File: src/verilog/cache_pkg.sv
// Shared types for the cache directory: op codes, MESI encoding, address/command/line/result structs
package cache_pkg;

    // Address field widths for a 32-bit byte address
    localparam int TAG_W    = 22;
    localparam int INDEX_W  = 4;
    localparam int OFFSET_W = 6;
    localparam int SETS     = 1 << INDEX_W;   // 16 sets per cache

    // Trace operation codes (print command 9 not handled)
    typedef enum logic [3:0] {
        OP_DREAD     = 4'd0,   // Data read
        OP_DWRITE    = 4'd1,   // Data write
        OP_IFETCH    = 4'd2,   // Instruction fetch
        OP_SNOOP_INV = 4'd3,   // Invalidate from another cache
        OP_SNOOP_RD  = 4'd4,   // Read seen from another cache
        OP_CLEAR     = 4'd8    // Reset both directories
    } op_e;

    // Line state, I must stay zero so a cleared line reads invalid
    typedef enum logic [1:0] {
        MESI_I = 2'd0,
        MESI_S = 2'd1,
        MESI_E = 2'd2,
        MESI_M = 2'd3
    } mesi_e;

    // Byte address split into cache fields
    typedef struct packed {
        logic [TAG_W-1:0]    tag;
        logic [INDEX_W-1:0]  index;
        logic [OFFSET_W-1:0] offset;
    } addr_t;

    // One trace command, 44 bits
    typedef struct packed {
        op_e        op;
        addr_t      addr;
        logic [7:0] pid;   // Processor id, carried but unused by the directory
    } command_t;

    // Directory entry for one way, 27 bits
    typedef struct packed {
        logic [TAG_W-1:0] tag;
        mesi_e            mesi;
        logic [2:0]       lru;   // 0 = most recent, WAYS-1 = oldest
    } cache_line_t;

    // Per-command report
    typedef struct packed {
        logic       hit;
        logic [2:0] way;
        mesi_e      mesi;        // State of the way after the command
        logic       writeback;   // Modified line leaves the cache
    } result_t;

endpackage

File: src/verilog/tag_store.sv
// Tag/state/age storage for one cache, one full set per index, registered read and one write port
`timescale 1ns/100ps

module tag_store #(
    parameter int WAYS = 8
) (
    input  logic                                      clk,
    input  logic                                      rd_en_i,
    input  logic                                      wr_en_i,
    input  logic [cache_pkg::INDEX_W-1:0]             rd_index_i,
    input  logic [cache_pkg::INDEX_W-1:0]             wr_index_i,
    input  cache_pkg::cache_line_t [WAYS-1:0]         set_d_i,
    output cache_pkg::cache_line_t [WAYS-1:0]         set_q_o
);

    // Whole set is one word, so a single access updates all ways and ages together
    cache_pkg::cache_line_t [WAYS-1:0] mem [cache_pkg::SETS];

    cache_pkg::cache_line_t [WAYS-1:0] set_q;   // Read register
    logic                              fwd;     // Write to the index being read

    assign fwd = wr_en_i && (wr_index_i == rd_index_i);

    // Synchronous write
    always_ff @(posedge clk) begin
        if (wr_en_i) begin
            mem[wr_index_i] <= set_d_i;
        end
    end

    // Registered read
    always_ff @(posedge clk) begin
        if (rd_en_i) begin
            if (fwd) begin
                set_q <= set_d_i;   // Same-cycle write wins, read sees new data
            end else begin
                set_q <= mem[rd_index_i];
            end
        end
    end

    assign set_q_o = set_q;   // Held until the next read

endmodule

File: config.mk
export PLATFORM = sky130hd
export DESIGN_NAME = tag_store
export DESIGN_NICKNAME = d
export VERILOG_FILES = /design/src/verilog/cache_pkg.sv /design/src/verilog/tag_store.sv
export SDC_FILE = /design/constraint.sdc
export NUM_CORES = 2
export LEC_CHECK = 0
export BUFFER_PORTS_ARGS = -buffer_cell sky130_fd_sc_hd__buf_2
export CORE_MARGIN = 3
export CORE_UTILIZATION = 40
export CTS_CLUSTER_SIZE = 30
export DETAILED_ROUTE_END_ITERATION = 6
export GPL_TIMING_DRIVEN = 0
export HOLD_SLACK_MARGIN = 0.15
export PLACE_DENSITY = 0.62
export SETUP_SLACK_MARGIN = 0.1
export SLEW_MARGIN = 20
export SYNTH_ARGS = -nofsm -noshare
export SYNTH_HDL_FRONTEND = slang
export SYNTH_SLANG_ARGS = --single-unit
File: constraint.sdc
create_clock -name clk -period 22.5 [get_ports clk]
set_clock_uncertainty 0.15 [all_clocks]
set_input_delay 2.25 -clock clk [delete_from_list [all_inputs] [get_ports clk]]
set_output_delay 2.25 -clock clk [all_outputs]
set_load 0.01 [all_outputs]
==> out/qor.yml <==
run:
  timing.max_cap.violations: 0
routing:
  detail_route.wl_per_cell_um: 31.6
  routed_wl_mm: 373
  initial_drt_markers: 8000
  vias: 66981
  detail_route.drc_violations: 0
  drt.antenna.violating_nets: 0
  drt_pass1_iterations: 6
  routed_via_density: 5.67
cts:
  cts-root-buf: "clkbuf_16"
  numCtsBuffers: 383
  tritoncts: "built"
  cts_max_level: 5
  worst_skew_pair.late_latency_ns: 0.93
  cts.path.max_buffers: 4
  postCtsResizedCells: 0
  post_cts_hold_buffer_count: 0
  post-cts-setup-buffer-count: 0
  cts_num_sinks: 3672
  clk_pin_slew_worst_paths_ns: 0.06
yosys:
  syn-num-nets: 5971
  synth.yosys.seq_area_share: 0.800
  postSynthCellCount: 5744
  avg_inst_size_synth_sq_um: 24.0
  ys_ff_latch: 3672
  yosys_warnings: 0
  number_of_distinct_standard_cells_referenced_by_the_synthesized_netlist: 22
  syn_area_sq_mm: 0.138
sta:
  clock.fmax_ghz: 0.206
  worst_pin_slew_ns: 1.19
  rsz_0062_raised_after_global_routing: "false"
  timing.final.hold_violations: 0
  finalHoldWorstSlack_ns: 0.730
  setup_violations: 0
  period_share: 0.216
  finalSetupTns_ns: 0
  slew-limit-headroom: 0.207
  slew_violations: 0
  finalWorstPathRequiredPeriod_ns: 4.86
worst_hold_path:
  hold_class: "flip-flop to flip-flop"
  cell_depth_of_the_worst_hold_path: 4
  min_from: "mem[7][195]"
  worstHoldEndpoint: "set_q_o[195]"
floorplan:
  fp.dieW_um: 593
  floorplan.die_area_sq_mm: 0.352
  num_rows: 214
  fp.coreArea_sq_mm: 0.341
  ioPinCount: 443
  chipHeight_um: 593
  start_util: 0.404
setup_path:
  r2r_end: "set_q_o[84]"
  critical_path_required_ns: 22.98
  critical-path-max-stage-delay_ns: 0.64
  crit_chain: "clkbuf_1 > xor2_1 > nor4_4 > buf_6 > buf_6 > buf_2 > buf_2 > mux2_1"
  cell_depth_of_the_worst_flop_to_flop_path: 4
  ff2ff_setup_slack_ns: 20.47
  critical_path.top_delay_family: "buffers and inverters"
  critical_path.n_buffers_inverters: 5
  critPathSlowestCell: "buf_2"
  critPathCaptureType: "flip-flop"
  timing.rr.start: "mem[12][84]"
  critPathLaunchType: "input port"
  arrival_ns: 5.34
  worstPathMaxFanout: 10
  critical_path_class: "input port to flip-flop"
global_routing:
  track_usage: 0.210
  overflow: 0
  antenna_found_initial: 141
  grt_start_max_net_pins: 81
  grt_pass1_vias: 68097
  grt_pass1_wl_mm: 523
placed_design:
  dp.final_hpwl_mm: 249
  port-buffer-count: 437
  postPlaceCellArea_sq_mm: 0.152
  finalWeightedCongestion: 0.726
finish:
  final_layout_size_suffix_gt1_frac: 0.352
  nets: 7139
  num-fill-cells: 27391
  post-route-cell-area_sq_mm: 0.164
  syn2layout_area_growth_pct: 18.9
power_and_ir_drop:
  post-layout-total-power_mw: 14.8
  powerDensity_mw_per_mm2: 90.2
  power_leakage_nw: 52.8
  vdd_ir_drop_max_uv: 54.4
outcome:
  run_status: "completed"
[worst max-delay path by stage]
stage               cells past startpoint  slack, ns          start           end
finish                                  8      17.64  rd_index_i[3]  set_q_o[127]
global placement                        3     -16.52  wr_index_i[2]   mem[0][133]
detailed placement                      8      16.56  rd_index_i[3]  set_q_o[127]
floorplan                               2       3.99  wr_index_i[2]     mem[0][0]
CTS                                     8      17.60  rd_index_i[3]  set_q_o[127]
global route                            8      17.50  rd_index_i[3]  set_q_o[127]
[layout make-up]
type | count | area (sq um) | share of cell area
clock inverters | 226 | 2070 | 0.0126
repair buffers | 783 | 7890 | 0.0482
well taps | 4536 | 5680 | 0.0346
multi-input cells | 1761 | 26400 | 0.161
flip-flops and latches | 3672 | 110000 | 0.673
plain buffers | 311 | 1350 | 0.00826
diodes | 55 | 138 | 0.000840
clock buffers | 462 | 10100 | 0.0615
[placed cells by master (no fill, tap or decap), types with 22 or more instances in the layout]
master     count
clkbuf_16    392
clkinv_2      60
diode_2       55
buf_2        544
mux2i_1       45
clkbuf_2      29
clkbuf_1     224
a22oi_1      402
mux2_2       209
buf_16        80
mux4_2       864
buf_6         22
edfxtp_1    3672
clkinv_1      96
buf_12       113
bufinv_16     35
buf_4        135
nand2_1      203
[per-layer routing]
| metal | up-vias | routed length [um] | GRT usage |
|---|---|---|---|
| met4 | 64 | 11400 | 0.0640 |
| met2 | 2956 | 176000 | 0.328 |
| met1 | 36120 | 153000 | 0.296 |
| met3 | 603 | 32800 | 0.0493 |
| met5 | - | 382 | 0 |
| li1 | 27238 | - | - |
[power breakdown]
group          internal, mW  total, mW  leakage (nW)  switching, mW
registers              7.71       7.76          33.4         0.0465
logic                 0.334      0.842          13.5          0.508
clock network          3.58       6.17          5.92           2.59
total                  11.6       14.8          52.8           3.15
[logic make-up (layout without fill, tap and decap cells)]
group           count (synthesis)  in the layout  share of synthesized area
xor+xnor                        4              4                   0.000254
other cells                     0             55                          0
compound gates                402            402                     0.0219
buf+inv                       311           1782                    0.00955
simple gates                  230            230                    0.00661
mux                          1125           1125                      0.162
flops                        3672           3672                      0.800
[synthesized netlist by cell type]
master / number / share of area
edfxtp_1: 3672 / 0.80
mux2_1: 7 / 0.00057
nor3_1: 4 / 0.00015
xor2_1: 3 / 0.00019
mux4_2: 864 / 0.14
a22oi_1: 402 / 0.022
nand2b_1: 2 / 0.000091
nand3b_1: 2 / 0.00011
clkbuf_1: 183 / 0.0050
xnor2_1: 1 / 0.000064
buf_4: 4 / 0.00022
nand3_1: 1 / 0.000036
nand2_1: 203 / 0.0055
nor2_1: 13 / 0.00035
buf_1: 16 / 0.00044
mux2_2: 209 / 0.017
nor2b_1: 2 / 0.000091
or3b_2: 1 / 0.000064
mux2i_1: 45 / 0.0033
nor4_4: 1 / 0.00015
buf_2: 108 / 0.0039
and2_0: 1 / 0.000045
[flip-flops by register name (all words and copies together), names as in the netlist]
register and count:
mem 3456, set_q_o 216
[per-stage QoR]
stage                     worst slack (ns)  std cells   util
after floorplan                       3.99       5744      -
after global placement              -16.52      10717  0.427
after detailed placement             16.56      11063  0.444
after CTS                            17.60      11751  0.480
after global routing                 17.50      11766  0.480
final                                17.64      11806  0.480
[worst register-to-register path, delay by kind of cell (launching register included)]
family,cells,cell delay (ns)
muxes,2,0.88
DFF,1,0.37
AOI/OAI and AO/OA,1,0.23
and+or+nand+nor,1,0.08
Note: power is estimated with default switching activity, not from simulation.
