--- src/verilog/cache_pkg.sv ---
// Shared types for the cache directory: op codes, MESI encoding, address/command/line/result structs
package cache_pkg;

    // Address field widths for a 32-bit byte address
    localparam int TAG_W    = 22;
    localparam int INDEX_W  = 4;
    localparam int OFFSET_W = 6;
    localparam int SETS     = 1 << INDEX_W;   // 16 sets per cache

    // Trace operation codes (print command 9 not handled)
    typedef enum logic [3:0] {
        OP_DREAD     = 4'd0,   // Data read
        OP_DWRITE    = 4'd1,   // Data write
        OP_IFETCH    = 4'd2,   // Instruction fetch
        OP_SNOOP_INV = 4'd3,   // Invalidate from another cache
        OP_SNOOP_RD  = 4'd4,   // Read seen from another cache
        OP_CLEAR     = 4'd8    // Reset both directories
    } op_e;

    // Line state, I must stay zero so a cleared line reads invalid
    typedef enum logic [1:0] {
        MESI_I = 2'd0,
        MESI_S = 2'd1,
        MESI_E = 2'd2,
        MESI_M = 2'd3
    } mesi_e;

    // Byte address split into cache fields
    typedef struct packed {
        logic [TAG_W-1:0]    tag;
        logic [INDEX_W-1:0]  index;
        logic [OFFSET_W-1:0] offset;
    } addr_t;

    // One trace command, 44 bits
    typedef struct packed {
        op_e        op;
        addr_t      addr;
        logic [7:0] pid;   // Processor id, carried but unused by the directory
    } command_t;

    // Directory entry for one way, 27 bits
    typedef struct packed {
        logic [TAG_W-1:0] tag;
        mesi_e            mesi;
        logic [2:0]       lru;   // 0 = most recent, WAYS-1 = oldest
    } cache_line_t;

    // Per-command report
    typedef struct packed {
        logic       hit;
        logic [2:0] way;
        mesi_e      mesi;        // State of the way after the command
        logic       writeback;   // Modified line leaves the cache
    } result_t;

endpackage

--- src/verilog/cache_ctrl.sv ---
// Command sequencer: accept, set read, update/write, clear walk, and result select
`timescale 1ns/100ps

module cache_ctrl (
    input  logic                              clk,
    input  logic                              rst_i,
    input  logic                              cmd_valid_i,
    input  cache_pkg::command_t               cmd_i,
    input  cache_pkg::result_t                d_result_i,
    input  cache_pkg::result_t                i_result_i,
    output logic                              ready_o,
    output logic                              done_o,
    output logic                              rd_en_o,
    output logic                              d_wr_en_o,
    output logic                              i_wr_en_o,
    output logic [cache_pkg::INDEX_W-1:0]     rd_index_o,
    output logic [cache_pkg::INDEX_W-1:0]     wr_index_o,
    output cache_pkg::command_t               cmd_q_o,
    output logic                              clear_o,
    output cache_pkg::result_t                result_o
);

    typedef enum logic [1:0] {
        ST_CLEAR,    // Walking all indices, writing reset lines
        ST_IDLE,     // Waiting for a strobe
        ST_READ,     // Set read in flight
        ST_UPDATE    // Lookup, write back, report
    } state_e;

    state_e                        state;
    logic [cache_pkg::INDEX_W-1:0] clr_idx;     // Walk position
    logic                          clr_report;  // Walk came from OP_CLEAR, not reset
    logic                          done_q;
    cache_pkg::command_t           cmd_q;       // Accepted command
    logic                          accept;
    logic                          is_ifetch;

    assign accept    = cmd_valid_i && (state == ST_IDLE);
    assign is_ifetch = (cmd_q.op == cache_pkg::OP_IFETCH);

    // FSM and walk counter
    always_ff @(posedge clk) begin
        if (rst_i) begin
            state      <= ST_CLEAR;   // Reset runs the same walk
            clr_idx    <= '0;
            clr_report <= 1'b0;
            done_q     <= 1'b0;
        end else begin
            done_q <= 1'b0;
            case (state)
                ST_CLEAR: begin
                    clr_idx <= clr_idx + 1'b1;
                    if (clr_idx == cache_pkg::INDEX_W'(cache_pkg::SETS - 1)) begin
                        state      <= ST_IDLE;
                        done_q     <= clr_report;   // Silent after reset
                        clr_report <= 1'b0;
                    end
                end
                ST_IDLE: begin
                    if (cmd_valid_i) begin
                        if (cmd_i.op == cache_pkg::OP_CLEAR) begin
                            state      <= ST_CLEAR;
                            clr_idx    <= '0;
                            clr_report <= 1'b1;
                        end else begin
                            state <= ST_READ;
                        end
                    end
                end
                ST_READ: begin
                    state  <= ST_UPDATE;
                    done_q <= 1'b1;   // High for the update cycle
                end
                default: state <= ST_IDLE;   // ST_UPDATE
            endcase
        end
    end

    // Command hold
    always_ff @(posedge clk) begin
        if (accept) begin
            cmd_q <= cmd_i;
        end
    end

    assign ready_o    = (state == ST_IDLE);
    assign done_o     = done_q;
    assign clear_o    = (state == ST_CLEAR);
    assign rd_en_o    = (state == ST_READ);
    assign rd_index_o = cmd_q.addr.index;
    assign wr_index_o = clear_o ? clr_idx : cmd_q.addr.index;
    assign cmd_q_o    = cmd_q;

    // Only the targeted cache is written, both during a walk
    assign d_wr_en_o = clear_o || (state == ST_UPDATE && !is_ifetch);
    assign i_wr_en_o = clear_o || (state == ST_UPDATE && is_ifetch);

    // Fetches report from the instruction cache, all else from data
    assign result_o = (state != ST_UPDATE) ? '0 :
                      is_ifetch            ? i_result_i : d_result_i;

    // A strobe while busy would be dropped
    a_no_busy_strobe: assert property (@(posedge clk) disable iff (rst_i)
        cmd_valid_i |-> ready_o)
        else $error("cache_ctrl: command strobe while not ready");

    // Every report closes a busy period
    a_done_after_busy: assert property (@(posedge clk) disable iff (rst_i)
        done_o |-> !$past(ready_o))
        else $error("cache_ctrl: done without a preceding busy cycle");

endmodule

--- config.mk ---
export PLATFORM = sky130hd
export DESIGN_NAME = cache_ctrl
export DESIGN_NICKNAME = d
export VERILOG_FILES = /design/src/verilog/cache_pkg.sv /design/src/verilog/cache_ctrl.sv
export SDC_FILE = /design/constraint.sdc
export NUM_CORES = 1
export LEC_CHECK = 0
export ABC_CLOCK_PERIOD_IN_PS = 2670
export BUFFER_PORTS_ARGS = -buffer_cell sky130_fd_sc_hd__buf_4
export CAP_MARGIN = 20
export CORE_AREA = 2 2 73 75
export CTS_CLUSTER_SIZE = 8
export DETAILED_ROUTE_END_ITERATION = 10
export DIE_AREA = 0 0 75 77
export HOLD_SLACK_MARGIN = 0.1
export PLACE_DENSITY = 0.77
export SLEW_MARGIN = 0
export SYNTH_ARGS = -nofsm -noshare
export SYNTH_HDL_FRONTEND = slang
export SYNTH_SLANG_ARGS = --single-unit
--- constraint.sdc ---
create_clock -name clk -period 2.67 [get_ports clk]
set_input_delay 0.534 -clock clk [delete_from_list [all_inputs] [get_ports clk]]
set_output_delay 0.534 -clock clk [all_outputs]
set_load 0.02 [all_outputs]
==> results of run 1 <==
[synthesized netlist by cell type (all sizes together)]
library cell and instances:
edfxtp 44, dfxtp 8, a22o 7, ha 6
buf 5, nand2b 5, a21oi 4, inv 4
mux2 4, clkbuf 3, nor3 3, a31oi 2
and4 2, nand2 2, nand3 2, nor2 2
o211ai 2, or2 2, a21bo 1, a21boi 1
a311o 1, a31o 1, and2 1, and2b 1
mux2i 1, nand3b 1, nor2b 1, nor4b 1
o211a 1, o21ai 1, o41ai 1, or3 1
or4b 1, xor2 1
[final timing paths]
path	to	slack [ps]	cells past startpoint
worst min register to register	done_o	550	2
worst max-delay path	wr_index_o[1]	340	4
worst max register to register	cmd_q_o[23]	880	5
worst min-delay path	cmd_q_o[38]	410	1
[power by group]
| group | internal, mW | switching (mW) |
|---|---|---|
| clock network | 0.284 | 0.253 |
| logic | 0.0687 | 0.0290 |
| registers | 0.882 | 0.00514 |
[logic make-up (layout without fill, tap and decap cells)]
logic type	after synthesis	after routing
XOR/XNOR	1	1
flip-flops	52	52
buffers and inverters	12	139
AND/OR/NAND/NOR	25	25
multiplexers	5	5
AO/OA/AOI/OAI	22	22
adder cells (fa/ha/maj)	6	6
[cell type report]
type | count | share of cell area, %
sequential | 52 | 47.4
timing repair buffer | 127 | 30.5
multi-input combinational | 59 | 15.1
tap | 70 | 2.80
clock buffer | 5 | 2.20
clock inverter | 3 | 1.48
inverter | 4 | 0.480
[per-layer routing]
metal | up-vias | GRT usage [%] | share of wire (%)
met5 | - | 0 | 0
met4 | 0 | 6.79 | 1.4
met3 | 6 | 10.6 | 16
met2 | 101 | 27.7 | 51
met1 | 673 | 15.2 | 31
li1 | 717 | - | -
[metrics by stage]
| step | std cells | hold slack [ps] | total power [mW] | util (%) | area (um^2) |
|---|---|---|---|---|---|
| 2_1_floorplan | 123 | 481 | 0.927 | - | 2030 |
| 3_3_place_gp | 312 | 512 | 1.00 | 60.5 | 3010 |
| 3_5_place_dp | 312 | 525 | 1.00 | 60.5 | 3010 |
| 4_1_cts | 320 | 390 | 1.54 | 62.8 | 3130 |
| 5_1_grt | 320 | 382 | 1.57 | 62.8 | 3130 |
| 6_report | 320 | 406 | 1.52 | 62.8 | 3130 |
[registers in the layout (all words and copies together), names as in the netlist]
name	cells
clr_report	1
state	2
done_o	1
clr_idx	4
cmd_q_o	40
rd_index_o	4
==> run metrics, run 1 <==
launching element type of the critical path=flop; largest family of logic cells by synthesized area=compound AO/OA/AOI/OAI gates; DR WL/cell=14.4 um; syn_nets=190; worst clock skew=between 3 and 4 ps; Area contributors post-synth=edfxtp_1 65%, dfxtp_1 7.9%, ha_1 3.7%, a22o_1 3.0%, mux2_2 2.2%; Worst-Margin Slew=490 ps; post-CTS sizing=0; DRT antenna net count=0; Final setup viols=0; Multi-input gate area=473 um^2; ratio of cells with drive above 1 in the final layout=just under 60%; largest area contributor in the netlist=edfxtp_1; Layout fillers=roughly 400; Compound-Gate Fraction of Synth Area=8.33%; fmax=0.429 GHz; worst path bufs/invs=2; Die Span Y=77 um; final hold violation count=0; proportion of synthesized area in mux cells=2.72%; CP Cell Sequence=inv_1, ha_1, mux2_2, buf_4; first-pass GRT wire length=6910 um; simple-gate share of the synthesized area=just over 8%; postcts setup bufs=0; Critical Path Source=state[0]; most common cell after layout, fill and taps aside=buf_4; hold buffer count at cts=0; min Tclk post-route=about 2300 ps; Largest stage delay, worst path=around 470 ps; nets=316; # port buffers=~130; CORE AREA=0.00498 mm^2; Reg area=0.00148 mm^2; DP Worst Slack=659 ps; area of the die=between 0.005 and 0.006 mm^2; antenna violations before repair=0; gr usage total=16.5%; CTS Sinks=52; critical path class=reg -> out; outcome=complete, no violations; ant diodes=0; FF-to-FF Start=state[1]; pin count of the biggest net entering global routing=23; final worst setup slack=about 340 ps; FP Rows=26; worst-skew pair later-pin latency=300 ps; final setup TNS=0 ps; CTS buffer count=5; post-synthesis register bit count=52; DP HPWL=between 3000 and 4000 um; Clock Path Buffers=2; Placer Congestion=0.702; Worst slew margin=around 67%; leakage=1.34 nW; post-synthesis cell type count=38; area grow syn2layout=54.2%; total number of vias=~1500; Yosys Warn Count=0; depth of the CTS H-tree=2; Peak VDD IR=0.427 mV; xor/xnor share of the synthesized area=0.432%; DR vias/cell=4.68; grt ovf=0; max-cap violation count=0; Initial DRC Count=37; hold crit path type=in -> reg; worst path required time=around 2100 ps; CP max-delay cell=ha_1; Adder-Cell Fraction of Synth Area=3.70%; Cells after Synth=123; post-synthesis average cell area=16.5 um^2; share of the synthesized area in the top cell type=between 60% and 70%; root buffer cell=clkbuf_8; Die Span X=75 um; most frequent cells in the layout=127 x buf_4, 44 x edfxtp_1, 8 x dfxtp_1, 7 x a22o_1, 6 x ha_1; Starting Density=40.7%; TritonCTS clock tree=done; number of global-route vias before repair=1516; Hold Crit Start=cmd_i[38]; DRT Wirelength=about 4600 um; Largest delay share family, worst path=adder cells; drc violations=0; Reg clk slew, reported paths=90 ps; critical path data arrival time=roughly 1800 ps; RSZ-0062 raised after global routing=no; crit-path max FO=14; fin crit share=~87%; crit end category=primary output; Initial DRT Pass Iterations=4; register area share after synthesis=73.1%; Ports=126; Final Max Slew Viols=0; Synth Cell Area=~0.0020 mm^2; pwr dens=between 400 and 500 mW/mm^2
No activity file was read; power rests on OpenSTA's default activity.
==> inputs of run 2 (changes only) <==
Settings changed: ABC_CLOCK_PERIOD_IN_PS 2670 to 2400, CORE_AREA 2 2 73 75 to 2 2 80 82, DIE_AREA 0 0 75 77 to 0 0 82 84, PLACE_DENSITY 0.77 to 0.66.
Clock period 2.67 ns to 2.4 ns, I/O delays scaled along.
==> run metrics, run 2 (synthesized netlist as in run 1, its figures left out) <==
outcome=complete, no violations (unchanged); hold buffer count at cts=0 (unchanged); nets=316 (unchanged); design area=0.00311 mm^2 (was 0.00313 mm^2); grt ovf=0 (unchanged); TritonCTS clock tree=done (unchanged); Final setup viols=0 (unchanged); post-CTS sizing=0 (unchanged); final worst setup slack=158 ps (was 339 ps); R2R Setup Slk=700 ps (was 880 ps); Worst R2R End=state[1] (was cmd_q_o[23]); worst-skew pair later-pin latency=290 ps (was 300 ps); Placer Congestion=0.812 (was 0.702); hold crit path type=in -> reg (unchanged); most frequent cells in the layout=127 x buf_4, 44 x edfxtp_1, 8 x dfxtp_1, 7 x a22o_1, 6 x ha_1 (unchanged); ratio of cells with drive above 1 in the final layout=58.0% (was 58.4%); FP Rows=29 (was 26); fmax=0.446 GHz; leakage=1.32 nW (was 1.34 nW); antenna violations before repair=0 (unchanged); Clock Path Buffers=2 (unchanged); DRT Wirelength=4440 um (was 4620 um); fin crit share=between 90% and 100%; CTS Sinks=52 (unchanged); drc violations=0 (unchanged); Starting Density=33.3% (was 40.7%); min Tclk post-route=2240 ps; Final Max Slew Viols=0 (unchanged); worst r2r path cells=5 (unchanged); FF-to-FF Start=state[1] (unchanged); Initial DRC Count=46 (was 37); ant diodes=0 (unchanged); area grow syn2layout=53.4% (was 54.2%); worst hold slack=353 ps (was 406 ps); gr usage total=12.7% (was 16.5%); CORE AREA=0.00610 mm^2 (was 0.00498 mm^2); Setup crit end=wr_index_o[1] (unchanged); final setup TNS=0 ps (unchanged); DR vias/cell=4.54 (was 4.68); critical path class=reg -> out (unchanged); pwr dens=511 mW/mm^2 (was 487 mW/mm^2); launching element type of the critical path=flop (unchanged); Hold Path Stages=1 (unchanged); # port buffers=125 (unchanged); Largest register FFs=40 (unchanged); most common cell after layout, fill and taps aside=buf_4 (unchanged); max-cap violation count=0 (unchanged); Worst-Margin Slew=515 ps (was 490 ps); area of the die=0.00689 mm^2 (was 0.00578 mm^2); Peak VDD IR=0.329 mV (was 0.427 mV); DR WL/cell=13.6 um (was 14.4 um); DP Worst Slack=459 ps (was 659 ps); crit end category=primary output (unchanged); DP HPWL=3540 um (was 3760 um); critical path data arrival time=1760 ps (was 1800 ps); Layout fillers=541 (was 396); Reg clk slew, reported paths=90 ps (about the same); pin count of the biggest net entering global routing=24 (was 23); CTS buffer count=5 (unchanged); Die Span X=82 um (was 75 um); number of global-route vias before repair=1496 (was 1516); RSZ-0062 raised after global routing=no (unchanged); overall power=1.59 mW (was 1.52 mW); DRT antenna net count=0 (unchanged); first-pass GRT wire length=6660 um (was 6910 um); Die Span Y=84 um (was 77 um); depth of the CTS H-tree=2 (unchanged); postcts setup bufs=0 (unchanged); root buffer cell=clkbuf_8 (unchanged); Post-Place Cell Area=0.00302 mm^2 (was 0.00301 mm^2); worst clock skew=7.30 ps (was 3.30 ps); Ports=126 (unchanged); total number of vias=1486 (was 1497); final hold violation count=0 (unchanged); Worst slew margin=65.6% (was 67.3%); Critical Path Source=state[1] (was state[0]); Initial DRT Pass Iterations=5 (was 4); worst path required time=1920 ps (was 2140 ps); crit-path max FO=14 (unchanged)
-- run 2: through the flow --
step / utilization, % / instances
2_1_floorplan: - / 123
3_3_place_gp: 49.5 / 319
3_5_place_dp: 49.5 / 319
4_1_cts: 51.0 / 327
5_1_grt: 51.0 / 327
6_report: 51.0 / 327
-- run 2: routing by layer --
layer	wire, um	part of all wire (%)	vias up	global-route usage [%]
li1	-	-	714	-
met1	1510	34	664	12.7
met2	2080	47	104	21.1
met3	819	18	4	8.87
met4	29	0.65	0	3.03
met5	0	0	-	0
-- run 2: how the worst min path moves through the flow --
stage                           from     endpoint  slack [ps]
after floorplan           clr_report       done_o         480
after global placement    clr_report       done_o         510
final                      cmd_i[24]  cmd_q_o[24]         350
after global routing        cmd_i[0]   cmd_q_o[0]         330
after CTS                  cmd_i[24]  cmd_q_o[24]         340
after detailed placement  clr_report       done_o         510
-- run 2: power breakdown --
part,internal [mW],switching [mW]
sequential,0.981,0.00577
combinational,0.0764,0.0317
clock,0.214,0.281
-- run 2: cell type report --
class	instances	area (um^2)	area share (%)
inverter	4	15.0	0.483
clock buffer	6	72.6	2.33
multi-input combinational	59	473	15.2
sequential	52	1480	47.6
timing repair buffer	127	953	30.7
clock inverter	2	17.5	0.563
tap	77	96.3	3.10
-- run 2: critical path, cell delays in order (launching register included) --
cell and delay [ps]:
dfxtp_1 330, inv_1 120, ha_1 460, mux2_2 390, buf_4 160
==> inputs of run 3 (changes only) <==
--- a/config.mk
+++ b/config.mk
@@ -16,2 +16,3 @@
 export PLACE_DENSITY = 0.66
+export SKIP_CTS_REPAIR_TIMING = 1
 export SLEW_MARGIN = 0
==> constraint.sdc (replaced) <==
create_clock -name clk -period 2.4 [get_ports clk]
set_input_delay 0.36 -clock clk [delete_from_list [all_inputs] [get_ports clk]]
set_output_delay 0.36 -clock clk [all_outputs]
set_load 0.02 [all_outputs]
==> run metrics, run 3 (synthesized netlist as in run 1, its figures left out) <==
outcome=complete, no violations (unchanged); CTS buffer count=5 (unchanged); pwr dens=510 mW/mm^2 (was 511 mW/mm^2); met3 Use GR=8.55% (was 8.87%); Flop pwr share=62.2% (was 62.1%); hold crit path type=in -> reg (unchanged); DR vias/cell=4.51 (was 4.54); Final setup viols=0 (unchanged); crit-path max FO=14 (unchanged); worst clock skew=6.55 ps (was 7.30 ps); P_int=1.27 mW (about the same); # port buffers=125 (unchanged); number of global-route vias before repair=1497 (was 1496); Worst slew margin=65.8% (was 65.6%); CORE AREA=0.00610 mm^2 (unchanged); Largest register FFs=40 (unchanged); total number of vias=1476 (was 1486); Ports=126 (unchanged); design area=0.00311 mm^2 (unchanged); Hold Crit Start=cmd_i[24] (unchanged); worst path required time=2040 ps (was 1920 ps); worst-skew pair later-pin latency=290 ps (about the same); R2R Setup Slk=670 ps (was 700 ps); pin count of the biggest net entering global routing=24 (unchanged); depth of the CTS H-tree=2 (unchanged); max-cap violation count=0 (unchanged); launching element type of the critical path=flop (unchanged); Placed Instances=319 (unchanged); Worst R2R End=state[1] (unchanged); RSZ-0062 raised after global routing=no (unchanged); FF-to-FF Start=state[1] (unchanged); final setup TNS=0 ps (unchanged); Worst-Margin Slew=512 ps (was 515 ps); most common cell after layout, fill and taps aside=buf_4 (unchanged); Reg clk slew, reported paths=90 ps (about the same); met1 usage=12.7% (about the same); critical path class=reg -> out (unchanged); root buffer cell=clkbuf_8 (unchanged); min Tclk post-route=2130 ps (was 2240 ps); most frequent cells in the layout=127 x buf_4, 44 x edfxtp_1, 8 x dfxtp_1, 7 x a22o_1, 6 x ha_1 (unchanged); Die Span X=82 um (unchanged); Hold Path Stages=1 (unchanged); Final Max Slew Viols=0 (unchanged); Top Usage Layer GRT=met2 (unchanged); Gate power share=6.8% (about the same); Finished Layout Cells=327 (unchanged); area grow syn2layout=53.4% (unchanged); ant diodes=0 (unchanged); gr usage total=12.6% (was 12.7%); DRT antenna net count=0 (unchanged); Placer Congestion=0.813 (was 0.812); crit end category=primary output (unchanged); Initial DRC Count=43 (was 46); antenna violations before repair=0 (unchanged); Clk network pwr share=31.0% (was 31.1%); Post-Place Cell Area=0.00302 mm^2 (unchanged); drc violations=0 (unchanged); switching power=0.314 mW (was 0.319 mW); nets=316 (unchanged); Die Span Y=84 um (unchanged); TritonCTS clock tree=done (unchanged); met2 usage=21.3% (was 21.1%); DR WL/cell=13.5 um (was 13.6 um); final hold violation count=0 (unchanged); worst r2r path cells=5 (unchanged); area of the die=0.00689 mm^2 (unchanged); Clock Path Buffers=2 (unchanged); DRT Wirelength=4420 um (was 4440 um); DP HPWL=3520 um (was 3540 um); critical path data arrival time=1770 ps (was 1760 ps); fmax=0.470 GHz (was 0.446 GHz); ratio of cells with drive above 1 in the final layout=58.0% (unchanged); first-pass GRT wire length=6590 um (was 6660 um); WHS Endpoint=cmd_q_o[24] (unchanged); leakage=1.32 nW (unchanged); Switching Fraction=19.8% (was 20.0%); fin crit share=88.7% (was 93.4%); Initial DRT Pass Iterations=4 (was 5); FP Rows=29 (unchanged); CTS Sinks=52 (unchanged); Peak VDD IR=0.328 mV (was 0.329 mV); Starting Density=33.3% (unchanged); grt ovf=0 (unchanged)
-- run 3: worst max-delay path by stage --
stage | start | to | slack, ps
2_1_floorplan | state[1] | cmd_q_o[0] | 180
3_3_place_gp | state[1] | wr_index_o[2] | 610
3_5_place_dp | state[1] | wr_index_o[1] | 570
4_1_cts | state[1] | wr_index_o[1] | 230
5_1_grt | state[1] | wr_index_o[1] | 150
6_report | state[1] | wr_index_o[1] | 270
-- run 3: layout make-up --
cell class	count	area [um^2]
fillers	531	2990
flip-flops and latches	52	1480
repair buffers	127	953
multi-input cells	59	473
well taps	77	96.3
clock buffers	6	72.6
clock inverters	2	17.5
inverters	4	15.0
-- run 3: power groups by stage --
| stage | clock (mW) | sequential (mW) | combinational [mW] |
|---|---|---|---|
| after floorplan | 0 | 1.01 | 0.0254 |
| after detailed placement | 0 | 1.01 | 0.108 |
| after global routing | 0.550 | 0.988 | 0.117 |
| after global placement | 0 | 1.01 | 0.107 |
| after CTS | 0.519 | 0.987 | 0.109 |
| final | 0.491 | 0.986 | 0.108 |
-- run 3: routing by layer --
layer,wire (um),vias up
met2,2090,103
met4,0,0
met5,0,-
li1,-,715
met3,814,0
met1,1510,658
-- run 3: stage by stage --
step                setup WS [ps]  utilization, %  hold WS (ps)  power (mW)
floorplan                     183               -           459        1.03
global placement              608            49.5           510        1.11
detailed placement            572            49.5           509        1.12
CTS                           235            51.0           217        1.61
global route                  150            51.0           209        1.65
finish                        271            51.0           233        1.59
-- run 3: worst max-delay path: stages (launching register included) --
cell,delay [ps]
dfxtp_1,330
inv_1,130
ha_1,460
mux2_2,390
buf_4,160
